File: src/source/charlie_settings.svh
//************************************************
// build-time sizes for the charlieplexed display
// pins * (pins - 1) has to equal the pixel count
//************************************************
`ifndef CHARLIE_SETTINGS_SVH
`define CHARLIE_SETTINGS_SVH

// one LED per ordered pin pair
`define CHARLIE_PIXELS 12
`define CHARLIE_PINS   4

// wide enough for 0 .. pixels-1
`define CHARLIE_IDX_W  4

// wishbone data and word address
`define CHARLIE_WB_DW  16
`define CHARLIE_WB_AW  2

`endif

File: src/source/charlie_pkg.sv
//************************************************
// shared types for the charlieplexed display
//************************************************
`include "charlie_settings.svh"

package charlie_pkg;

  // sizes taken from the settings header
  localparam int unsigned PIXELS       = `CHARLIE_PIXELS;
  localparam int unsigned PINS         = `CHARLIE_PINS;
  // LEDs hanging off one column pin
  localparam int unsigned LEDS_PER_COL = PINS - 1;
  localparam int unsigned PIN_SEL_W    = $clog2(PINS);

  // bit n is LED n
  typedef logic [PIXELS-1:0]          frame_t;
  typedef logic [`CHARLIE_IDX_W-1:0]  pixel_idx_t;
  typedef logic [PINS-1:0]            pins_t;
  typedef logic [PIN_SEL_W-1:0]       pin_sel_t;
  typedef logic [`CHARLIE_WB_DW-1:0]  wb_data_t;
  typedef logic [`CHARLIE_WB_AW-1:0]  wb_addr_t;

  // register map, word addresses
  typedef enum logic [`CHARLIE_WB_AW-1:0] {
    REG_CTRL   = 0,
    REG_FRAME  = 1,
    REG_COMMIT = 2,
    REG_STATUS = 3
  } reg_addr_e;

endpackage

File: src/source/wb_pixel_regs.sv
//************************************************
// wishbone classic slave for the display registers
// turns bus writes into frame, commit and enable
//************************************************
`timescale 1ns/1ps

module wb_pixel_regs (
  input  logic                  pixelclock,
  input  logic                  arst_n,
  input  logic                  wb_cyc,
  input  logic                  wb_stb,
  input  logic                  wb_we,
  input  charlie_pkg::wb_addr_t wb_adr,
  input  charlie_pkg::wb_data_t wb_dat_w,
  output charlie_pkg::wb_data_t wb_dat_r,
  output logic                  wb_ack,
  input  logic                  commit_pending,
  output logic                  frame_wr,
  output charlie_pkg::frame_t   frame_wdata,
  output logic                  commit_req,
  output logic                  display_en
);
  import charlie_pkg::*;

  reg_addr_e reg_sel;
  logic      access;
  logic      wr_access;
  frame_t    frame_q;
  wb_data_t  rd_data;

  // new request only while ack is low
  // so every access takes two cycles
  assign access    = wb_cyc & wb_stb & ~wb_ack;
  assign wr_access = access & wb_we;
  assign reg_sel   = reg_addr_e'(wb_adr);

  // control state and strobes
  // strobes are high in the ack cycle
  always_ff @(posedge pixelclock or negedge arst_n) begin
    if (!arst_n) begin
      wb_ack     <= 1'b0;
      frame_wr   <= 1'b0;
      commit_req <= 1'b0;
      display_en <= 1'b0;
      frame_q    <= '0;
    end else begin
      wb_ack     <= access;
      frame_wr   <= wr_access && (reg_sel == REG_FRAME);
      // any data value requests the swap
      commit_req <= wr_access && (reg_sel == REG_COMMIT);
      if (wr_access && (reg_sel == REG_CTRL)) begin
        display_en <= wb_dat_w[0];
      end
      // upper data bits are dropped
      if (wr_access && (reg_sel == REG_FRAME)) begin
        frame_q <= frame_t'(wb_dat_w);
      end
    end
  end

  // the copy kept here is what frame_store loads
  assign frame_wdata = frame_q;

  // read mux
  // commit reads 0, status is read only
  always_comb begin
    case (reg_sel)
      REG_CTRL: begin
        rd_data = wb_data_t'(display_en);
      end
      REG_FRAME: begin
        rd_data = wb_data_t'(frame_q);
      end
      REG_STATUS: begin
        rd_data = wb_data_t'(commit_pending);
      end
      default: begin
        rd_data = '0;
      end
    endcase
  end

  // read data captured on the request edge
  // and held while ack is high
  // status therefore reflects pending as seen at that edge
  always_ff @(posedge pixelclock) begin
    if (access && !wb_we) begin
      wb_dat_r <= rd_data;
    end
  end

endmodule

File: src/source/frame_store.sv
//************************************************
// double-buffered frame, shadow takes bus writes
// active is swapped in only at the frame boundary
//************************************************
`timescale 1ns/1ps

module frame_store (
  input  logic                pixelclock,
  input  logic                arst_n,
  input  logic                frame_wr,
  input  charlie_pkg::frame_t frame_wdata,
  input  logic                commit_req,
  input  logic                frame_end,
  output charlie_pkg::frame_t active_frame,
  output logic                commit_pending
);
  import charlie_pkg::*;

  frame_t shadow_q;

  // shadow frame
  // no back-pressure, later writes just replace it
  always_ff @(posedge pixelclock or negedge arst_n) begin
    if (!arst_n) begin
      shadow_q <= '0;
    end else if (frame_wr) begin
      shadow_q <= frame_wdata;
    end
  end

  // active frame
  // only the registered pending flag allows a swap,
  // so a commit arriving with frame_end waits one frame
  always_ff @(posedge pixelclock or negedge arst_n) begin
    if (!arst_n) begin
      active_frame <= '0;
    end else if (frame_end && commit_pending) begin
      active_frame <= shadow_q;
    end
  end

  // pending flag
  // a fresh request wins over the clear at the boundary
  always_ff @(posedge pixelclock or negedge arst_n) begin
    if (!arst_n) begin
      commit_pending <= 1'b0;
    end else if (commit_req) begin
      commit_pending <= 1'b1;
    end else if (frame_end) begin
      commit_pending <= 1'b0;
    end
  end

endmodule

File: src/source/pixel_scanner.sv
//************************************************
// steps one pixel per clock through the frame
// and picks the bit of the active frame to show
//************************************************
`timescale 1ns/1ps

module pixel_scanner (
  input  logic                    pixelclock,
  input  logic                    arst_n,
  input  logic                    display_en,
  input  charlie_pkg::frame_t     active_frame,
  output logic                    frame_end,
  output charlie_pkg::pixel_idx_t pixel_index,
  output logic                    pixel_on
);
  import charlie_pkg::*;

  // last index of a frame
  localparam pixel_idx_t LAST_IDX = pixel_idx_t'(PIXELS - 1);

  // free-running index, fixed frame length
  // scanning continues with the display disabled
  always_ff @(posedge pixelclock or negedge arst_n) begin
    if (!arst_n) begin
      pixel_index <= '0;
    end else if (frame_end) begin
      pixel_index <= '0;
    end else begin
      pixel_index <= pixel_index + 1'b1;
    end
  end

  // boundary flag
  // the frame store swaps on this edge
  assign frame_end = (pixel_index == LAST_IDX);

  // current LED
  // the enable blanks without stopping the index
  assign pixel_on = display_en & active_frame[pixel_index];

endmodule

File: src/source/charlieplexer.sv
//************************************************
// LED index to pin drive for the charlieplex matrix
// resistors on the diagonal, one LED lit at a time
//************************************************
`timescale 1ns/1ps

module charlieplexer (
  input  charlie_pkg::pixel_idx_t pixel_index,
  input  logic                    pixel_on,
  output charlie_pkg::pins_t      out_en,
  output charlie_pkg::pins_t      out_value
);
  import charlie_pkg::*;

  pixel_idx_t col_full;
  pixel_idx_t rem;
  pixel_idx_t row_full;
  pin_sel_t   col;
  pin_sel_t   row;
  logic       lit;

  // column from the index, LEDS_PER_COL LEDs per column
  assign col_full = pixel_index / pixel_idx_t'(LEDS_PER_COL);
  assign rem      = pixel_index % pixel_idx_t'(LEDS_PER_COL);

  // row skips the diagonal, x == y is the resistor
  assign row_full = (rem >= col_full) ? rem + 1'b1 : rem;

  assign col = pin_sel_t'(col_full);
  assign row = pin_sel_t'(row_full);

  // indexes past the last LED never light anything
  assign lit = pixel_on && (pixel_index < pixel_idx_t'(PIXELS));

  // anode pin high, cathode pin low
  // all other pins float
  always_comb begin
    out_en    = '0;
    out_value = '0;
    if (lit) begin
      out_en[col]    = 1'b1;
      out_en[row]    = 1'b1;
      out_value[col] = 1'b1;
    end
  end

endmodule

File: src/source/charlie_display_top.sv
//************************************************
// charlieplexed LED display with a wishbone port
// pins go to tristate pads on the board top
//************************************************
`timescale 1ns/1ps

module charlie_display_top (
  input  logic                  pixelclock,
  input  logic                  arst_n,
  input  logic                  wb_cyc,
  input  logic                  wb_stb,
  input  logic                  wb_we,
  input  charlie_pkg::wb_addr_t wb_adr,
  input  charlie_pkg::wb_data_t wb_dat_w,
  output charlie_pkg::wb_data_t wb_dat_r,
  output logic                  wb_ack,
  output charlie_pkg::pins_t    out_en,
  output charlie_pkg::pins_t    out_value
);
  import charlie_pkg::*;

  // register block to frame store
  logic       frame_wr;
  frame_t     frame_wdata;
  logic       commit_req;
  logic       commit_pending;
  logic       display_en;
  // frame store and scanner
  logic       frame_end;
  frame_t     active_frame;
  // scanner to decoder
  pixel_idx_t pixel_index;
  logic       pixel_on;

  // producer
  wb_pixel_regs u_regs (
    .pixelclock     (pixelclock),
    .arst_n         (arst_n),
    .wb_cyc         (wb_cyc),
    .wb_stb         (wb_stb),
    .wb_we          (wb_we),
    .wb_adr         (wb_adr),
    .wb_dat_w       (wb_dat_w),
    .wb_dat_r       (wb_dat_r),
    .wb_ack         (wb_ack),
    .commit_pending (commit_pending),
    .frame_wr       (frame_wr),
    .frame_wdata    (frame_wdata),
    .commit_req     (commit_req),
    .display_en     (display_en)
  );

  // buffer
  frame_store u_store (
    .pixelclock     (pixelclock),
    .arst_n         (arst_n),
    .frame_wr       (frame_wr),
    .frame_wdata    (frame_wdata),
    .commit_req     (commit_req),
    .frame_end      (frame_end),
    .active_frame   (active_frame),
    .commit_pending (commit_pending)
  );

  // consumer, scanner then pin decoder
  pixel_scanner u_scanner (
    .pixelclock   (pixelclock),
    .arst_n       (arst_n),
    .display_en   (display_en),
    .active_frame (active_frame),
    .frame_end    (frame_end),
    .pixel_index  (pixel_index),
    .pixel_on     (pixel_on)
  );

  charlieplexer u_plexer (
    .pixel_index (pixel_index),
    .pixel_on    (pixel_on),
    .out_en      (out_en),
    .out_value   (out_value)
  );

endmodule

File: config.mk
export PLATFORM = sky130hd
export DESIGN_NAME = charlie_display_top
export DESIGN_NICKNAME = d
export VERILOG_FILES = /design/src/source/charlie_pkg.sv /design/src/source/wb_pixel_regs.sv /design/src/source/frame_store.sv /design/src/source/pixel_scanner.sv /design/src/source/charlieplexer.sv /design/src/source/charlie_display_top.sv
export VERILOG_INCLUDE_DIRS = /design/src /design/src/source
export SDC_FILE = /design/constraint.sdc
export NUM_CORES = 1
export LEC_CHECK = 0
export BUFFER_PORTS_ARGS = -buffer_cell sky130_fd_sc_hd__buf_2
export CAP_MARGIN = 5
export CORE_MARGIN = 2
export CORE_UTILIZATION = 52
export CTS_BUF_LIST = sky130_fd_sc_hd__clkbuf_2
export DETAILED_ROUTE_END_ITERATION = 10
export GPL_ROUTABILITY_DRIVEN = 0
export PLACE_DENSITY_LB_ADDON = 0.25
export SLEW_MARGIN = 5
export SYNTH_ARGS = -nofsm -noshare
export SYNTH_HDL_FRONTEND = slang
export SYNTH_SLANG_ARGS = --single-unit
export TNS_END_PERCENT = 20
File: constraint.sdc
create_clock -name pixelclock -period 4.7 [get_ports pixelclock]
set_clock_uncertainty 0.05 [all_clocks]
set_input_delay 1.175 -clock pixelclock [delete_from_list [all_inputs] [get_ports pixelclock]]
set_output_delay 1.175 -clock pixelclock [all_outputs]
set_load 0.1 [all_outputs]
# Word-level counts from Yosys, hierarchy flattened
# Cells that the tools add are included.
word_totals:
  latch_bits: 0
  input_bits: 23
  out_inout_bits: 25
  rom_bits: 0
  mem_count: 0
  mem_bits_rw: 0
  reg_bits: 61
classes:
  order_cmp: 7
  reduce_logical: 11
  n_bitwise: 6
  muxes: 13
  mul: 0
  shifts: 0
  n_eq_ne: 4
  add_sub_neg: 2
  div_mod_pow: 2
op_table:
  columns: ["cell", "count"]
  rows:
  - ["12-bit case mux with 3 select lines", 1]
  - ["4-bit 2-to-1 mux", 3]
  - ["1-bit logical AND", 8]
  - ["2-bit by 3-bit < comparator with 1-bit output, second input constant", 2]
  - ["4-bit by 5-bit < comparator with 1-bit output, second input constant", 1]
  - ["1-bit 2-to-1 mux", 5]
  - ["4-bit by 1-bit adder with 4-bit output, second input constant", 1]
  - ["1-bit bitwise AND", 4]
  - ["1-bit binary-select mux with 4-bit select", 1]
  - ["1-bit demux with 2-bit select", 2]
  - ["4-bit by 2-bit divider with 4-bit output, second input constant", 1]
  - ["2-bit equality test, second input constant", 2]
  - ["4-bit equality test, second input constant", 1]
  - ["2-bit by 1-bit >= comparator with 1-bit output, second input constant", 2]
  - ["4-bit >= comparator", 1]
  - ["4-bit < comparator, second input constant", 1]
  - ["4-bit by 2-bit modulo with 4-bit output, second input constant", 1]
  - ["4-bit bitwise OR", 1]
  - ["2-bit by 1-bit adder with 2-bit output, second input constant", 1]
  - ["2-bit by 1-bit equality test with 1-bit output, second input constant", 1]
  - ["2-bit zero test", 1]
  - ["2-bit 2-to-1 mux", 1]
  - ["2-bit nonzero test", 1]
  - ["1-bit zero test", 1]
  - ["1-bit inverter", 1]

# Depth between registers and ports, before layout
logic_depth:
  depth_word: 9
  depth_mapped: 19

# By module
# From an unflattened synthesis, not the netlist that was laid out.
hier_totals:
  cells_unflattened: 211
  hier_area_um2: 2887.8
by_module_without_submodules:
  columns: ["module", "area_each_um2", "seq_area_each_um2", "instances", "cells_each"]
  rows:
  - ["wb_pixel_regs", 1164.9, 760.7, 1, 70]
  - ["frame_store", 970.9, 625.6, 1, 54]
  - ["charlieplexer", 450.4, 0.0, 1, 62]
  - ["pixel_scanner", 301.5, 100.1, 1, 25]

# Least setup slack after synthesis
# OpenSTA, ideal clock, no wires.
synth_path:
  path_kind: "register to output"
  startpoint: "reg u_scanner.pixel_index[3]"
  endpoint: "out out_en[0]"
  n_path_buf: 2
  arrival_ps: 5195
  required_ps: 3475
  setup_slack_ps: -1720
  stages_incl_launch_ff: 19
  path_cell_list: "dfrtp_1 -> buf_6 -> nand2b_4 -> inv_4 -> ha_1 -> inv_1 -> ha_1 -> buf_4 -> a21boi_4 -> xnor2_1 -> ha_1 -> nor3b_4 -> mux2_4 -> ha_1 -> a211oi_1 -> o21ai_0 -> a22o_1 -> or4_1 -> a31oi_1"
synth_between:
  elab_chain_len: 9
  elab_cells_between_ends: 22
  classes_between: "add/sub (1); div (2); order compare (6); mux (8); bitwise (2); reduce/logical (3)"
synth_rtl:
  columns: ["element", "line", "rtl"]
  rows:
  - ["start, declared", "pixel_scanner.sv:13", "output charlie_pkg::pixel_idx_t pixel_index,"]
  - ["start signal, assigned", "pixel_scanner.sv:29", "pixel_index <= pixel_index + 1'b1;"]
  - ["4-bit by 2-bit modulo with 4-bit output / 4-bit by 2-bit divider with 4-bit output (equally long branches)", "charlieplexer.sv:24, charlieplexer.sv:23", null]
  - ["4-bit >= comparator / 2-bit by 1-bit adder with 2-bit output (equally long branches)", "charlieplexer.sv:27", "assign row_full = (rem >= col_full) ? rem + 1'b1 : rem;"]
  - ["2-bit 2-to-1 mux", "charlieplexer.sv:27", null]
  - ["2-bit by 3-bit < comparator with 1-bit output (not written as such) / 2-bit by 1-bit >= comparator with 1-bit output (equally long branches)", "charlieplexer.sv:42", "out_en[row] = 1'b1;"]
  - ["1-bit logical AND (not written as such)", "charlieplexer.sv:42", null]
  - ["1-bit 2-to-1 mux (not written as such)", "charlieplexer.sv:42", null]
  - ["1-bit demux with 2-bit select", null, null]
  - ["4-bit bitwise OR (no source line)", null, null]
  - ["4-bit 2-to-1 mux *", "charlieplexer.sv:40", "if (lit) begin"]
  - ["end, declared", "charlie_display_top.sv:17", "output charlie_pkg::pins_t out_en,"]
# Mark *: on every way between the ends. The rest lies on a longest branch, timed or not. The select of a mux whose other input is x is not followed.

# Worst setup path in the final report
layout_path:
  startpoint: "reg u_scanner.pixel_index[3]"
  endpoint: "out out_en[1]"
# Same word-level chain as after synthesis.

==> run metrics <==
status finished, violations left; violated checks setup timing; Reg clk slew, reported paths 160 ps; CTS root buf clkbuf_2; Crit path largest cell delay roughly 430 ps; initial drt markers between 70 and 80; Place WS -176 ps; Worst Max-Slew Pin Slew 1120 ps; post-route setup slack -550 ps; CP startpoint u_scanner.pixel_index[3]; Top cell by count, worst path ha_4; Sink Count 57; Setup crit start kind register; PortBufs 39; EDFF count, synth 12; Static Leak between 0.0015 and 0.002 µW; Yosys reg bits 57; R2R Path Start u_scanner.pixel_index[1]; drt first pass iters 5; layout net count 302; commonest non-fill, non-tap cell in the layout dfrtp_1; Fin. Hold Viols 0; Setup crit end out_en[1]; final setup vio count 4; crit path DAT slightly above 4000 ps; Max Slew Vio Count 0; Die X-Extent roughly 77 µm; Die H 77.1 µm; Crit path depth 16; R2R setup slack between 2000 and 3000 ps; layout cells sized above 1 between 50% and 60%; Via Count ~1,900; Clock Latency Late Sink ~450 ps; Post-DRT Antenna Nets 0; WP data required ~3500 ps; WL per Instance approximately 15 µm; # DRC 0; GR Util All Layers about a fifth; Worst Reg-to-Reg Cells 4; Max Cap Viol 0; setup TNS -1900 ps; Starting Density a little over half; PwrDens roughly 310 nW/µm²; core area 5140 µm²; Post-CTS Hold Buffers 0; period utilization 112%; worst rel slew slack 24.9%; drt total wl between 5000 and 6000 µm; top cell type's share of synthesized area 40.5%; CTS tree yes; RSZ-0062 raised after global routing true; overflow left after global routing 0; first-pass GRT wire length 8650 µm; cell family with most CP delay compound AO/OA/AOI/OAI gates; f_max ~190 MHz; row count 26; # H-tree levels 3; Slowest-stage cell, CP or4_4; pin count of the biggest net entering global routing 46; Post-Syn Instances roughly 210; Critical R2R Capture u_store.active_frame[7]; crit-path cells nand2b_4, inv_4, ha_4, inv_2, ha_4, nor2b_1, a221o_2, nor3b_4, mux2_4, ha_4, a211oi_2, o21ai_1, a22o_1, or4_4, a31oi_4, buf_12; HP Class register to register; critical path capture point type output port; VDD IR max 0.000257 V; Pwr Total roughly 1100 µW; initial antenna violation count 0; CTS max path bufs 2; CP bufs+invs 3; critical path class register to output port; final instance count without filler cells ~350; Main synth FF type dfrtp_1; Ant. Diodes 0; io pins 48; CTS Buf Count 9; Hold WS 402 ps; Placed Cells incl. Taps 329; Vias/cell 5.38; crit path max fanout 4; via count of the first global-routing pass 1,854; Synth area leaders dfrtp_1 41%, mux2_2 16%, edfxtp_1 13%; syn_area_per_cell approximately 13 µm²; Async SR Flop Fraction approximately 79%; min cycle time layout ~5300 ps; Mapped Area roughly 2800 µm²; placed wire-length estimate 3680 µm; Synth area leader dfrtp_1; post-synth cell types 50; commonest non-fill, non-tap cells in the layout 44 x dfrtp_1, 39 x mux2_2, 35 x buf_2, 21 x buf_4, 12 x edfxtp_1; area grow syn2layout 23.1%; Yosys Warn Count 0; die area between 5000 and 6000 µm²; Seq/Total Area, Yosys 53.5%
-- metrics by stage --
| step | cell area [µm²] | util, % |
|---|---|---|
| after floorplan | 2900 | - |
| after global placement | 3310 | 64.3 |
| after detailed placement | 3310 | 64.3 |
| after CTS | 3420 | 66.6 |
| after global routing | 3420 | 66.6 |
| final | 3420 | 66.6 |
-- worst min path at each step --
stage                     slack [ps]  cells past startpoint               from                endpoint
after floorplan                  350                      1  u_regs.commit_req  u_store.commit_pending
after global placement           360                      1  u_regs.commit_req  u_store.commit_pending
after detailed placement         390                      1  u_regs.commit_req  u_store.commit_pending
after CTS                        420                      1  u_regs.commit_req  u_store.commit_pending
after global routing             410                      1  u_regs.commit_req  u_store.commit_pending
final                            400                      1  u_regs.commit_req  u_store.commit_pending
-- metal layers --
| layer | vias up | wire length [µm] | track usage [%] |
|---|---|---|---|
| li1 | 874 | - | - |
| met1 | 926 | 2170 | 23.6 |
| met2 | 52 | 2560 | 30.2 |
| met3 | 10 | 213 | 4.94 |
| met4 | 0 | 82 | 9.64 |
| met5 | - | 0 | 0 |
-- repair_timing --
item / CTS / global route
resized for setup: 1 / 0
setup endpoints to repair: 4 / 4
pin swaps: 8 / 1
setup buffers: 1 / 0
-- synth_stat cells, types with 3 or more instances --
master,instances
a31oi_1,3
and2_1,11
buf_1,3
buf_4,5
dfrtp_1,45
edfxtp_1,12
ha_1,8
inv_1,8
mux2_2,39
mux4_2,3
nand2_1,9
nor2_1,8
nor2b_1,4
nor3_1,3
o21ai_0,4
-- logic make-up after synthesis --
| family | Yosys count | share of synthesized area [%] |
|---|---|---|
| adder cells (fa/ha/maj) | 8 | 3.60 |
| XOR/XNOR | 2 | 0.630 |
| AND/OR/NAND/NOR | 46 | 9.55 |
| AO/OA/AOI/OAI | 29 | 8.51 |
| buffers and inverters | 23 | 4.59 |
| other | 1 | 0.135 |
| flip-flops | 57 | 53.5 |
| multiplexers | 45 | 19.5 |
-- state kept, by name (all words and copies together), names as in the netlist --
register                cells
u_regs.wb_dat_r            12
u_regs.commit_req           1
u_store.commit_pending      1
u_regs.frame_wdata         12
u_store.shadow_q           12
u_store.active_frame       12
u_regs.wb_ack               1
u_regs.display_en           1
u_regs.frame_wr             1
u_scanner.pixel_index       4
-- final cells by class --
type                    count  area (µm²)
inverters                   9        36.3
clock inverters             7        61.3
multi-input cells         134        1290
repair buffers             60         413
flip-flops and latches     57        1490
clock buffers               9        45.0
fillers                   429        1720
well taps                  70        87.6
-- where the power goes --
group / switching [µW] / internal (µW)
Sequential: 40.8 / 577
Clock: 174 / 117
Combinational: 92.1 / 76.9
Total: 307 / 771
No activity file was read; power rests on OpenSTA's default activity.
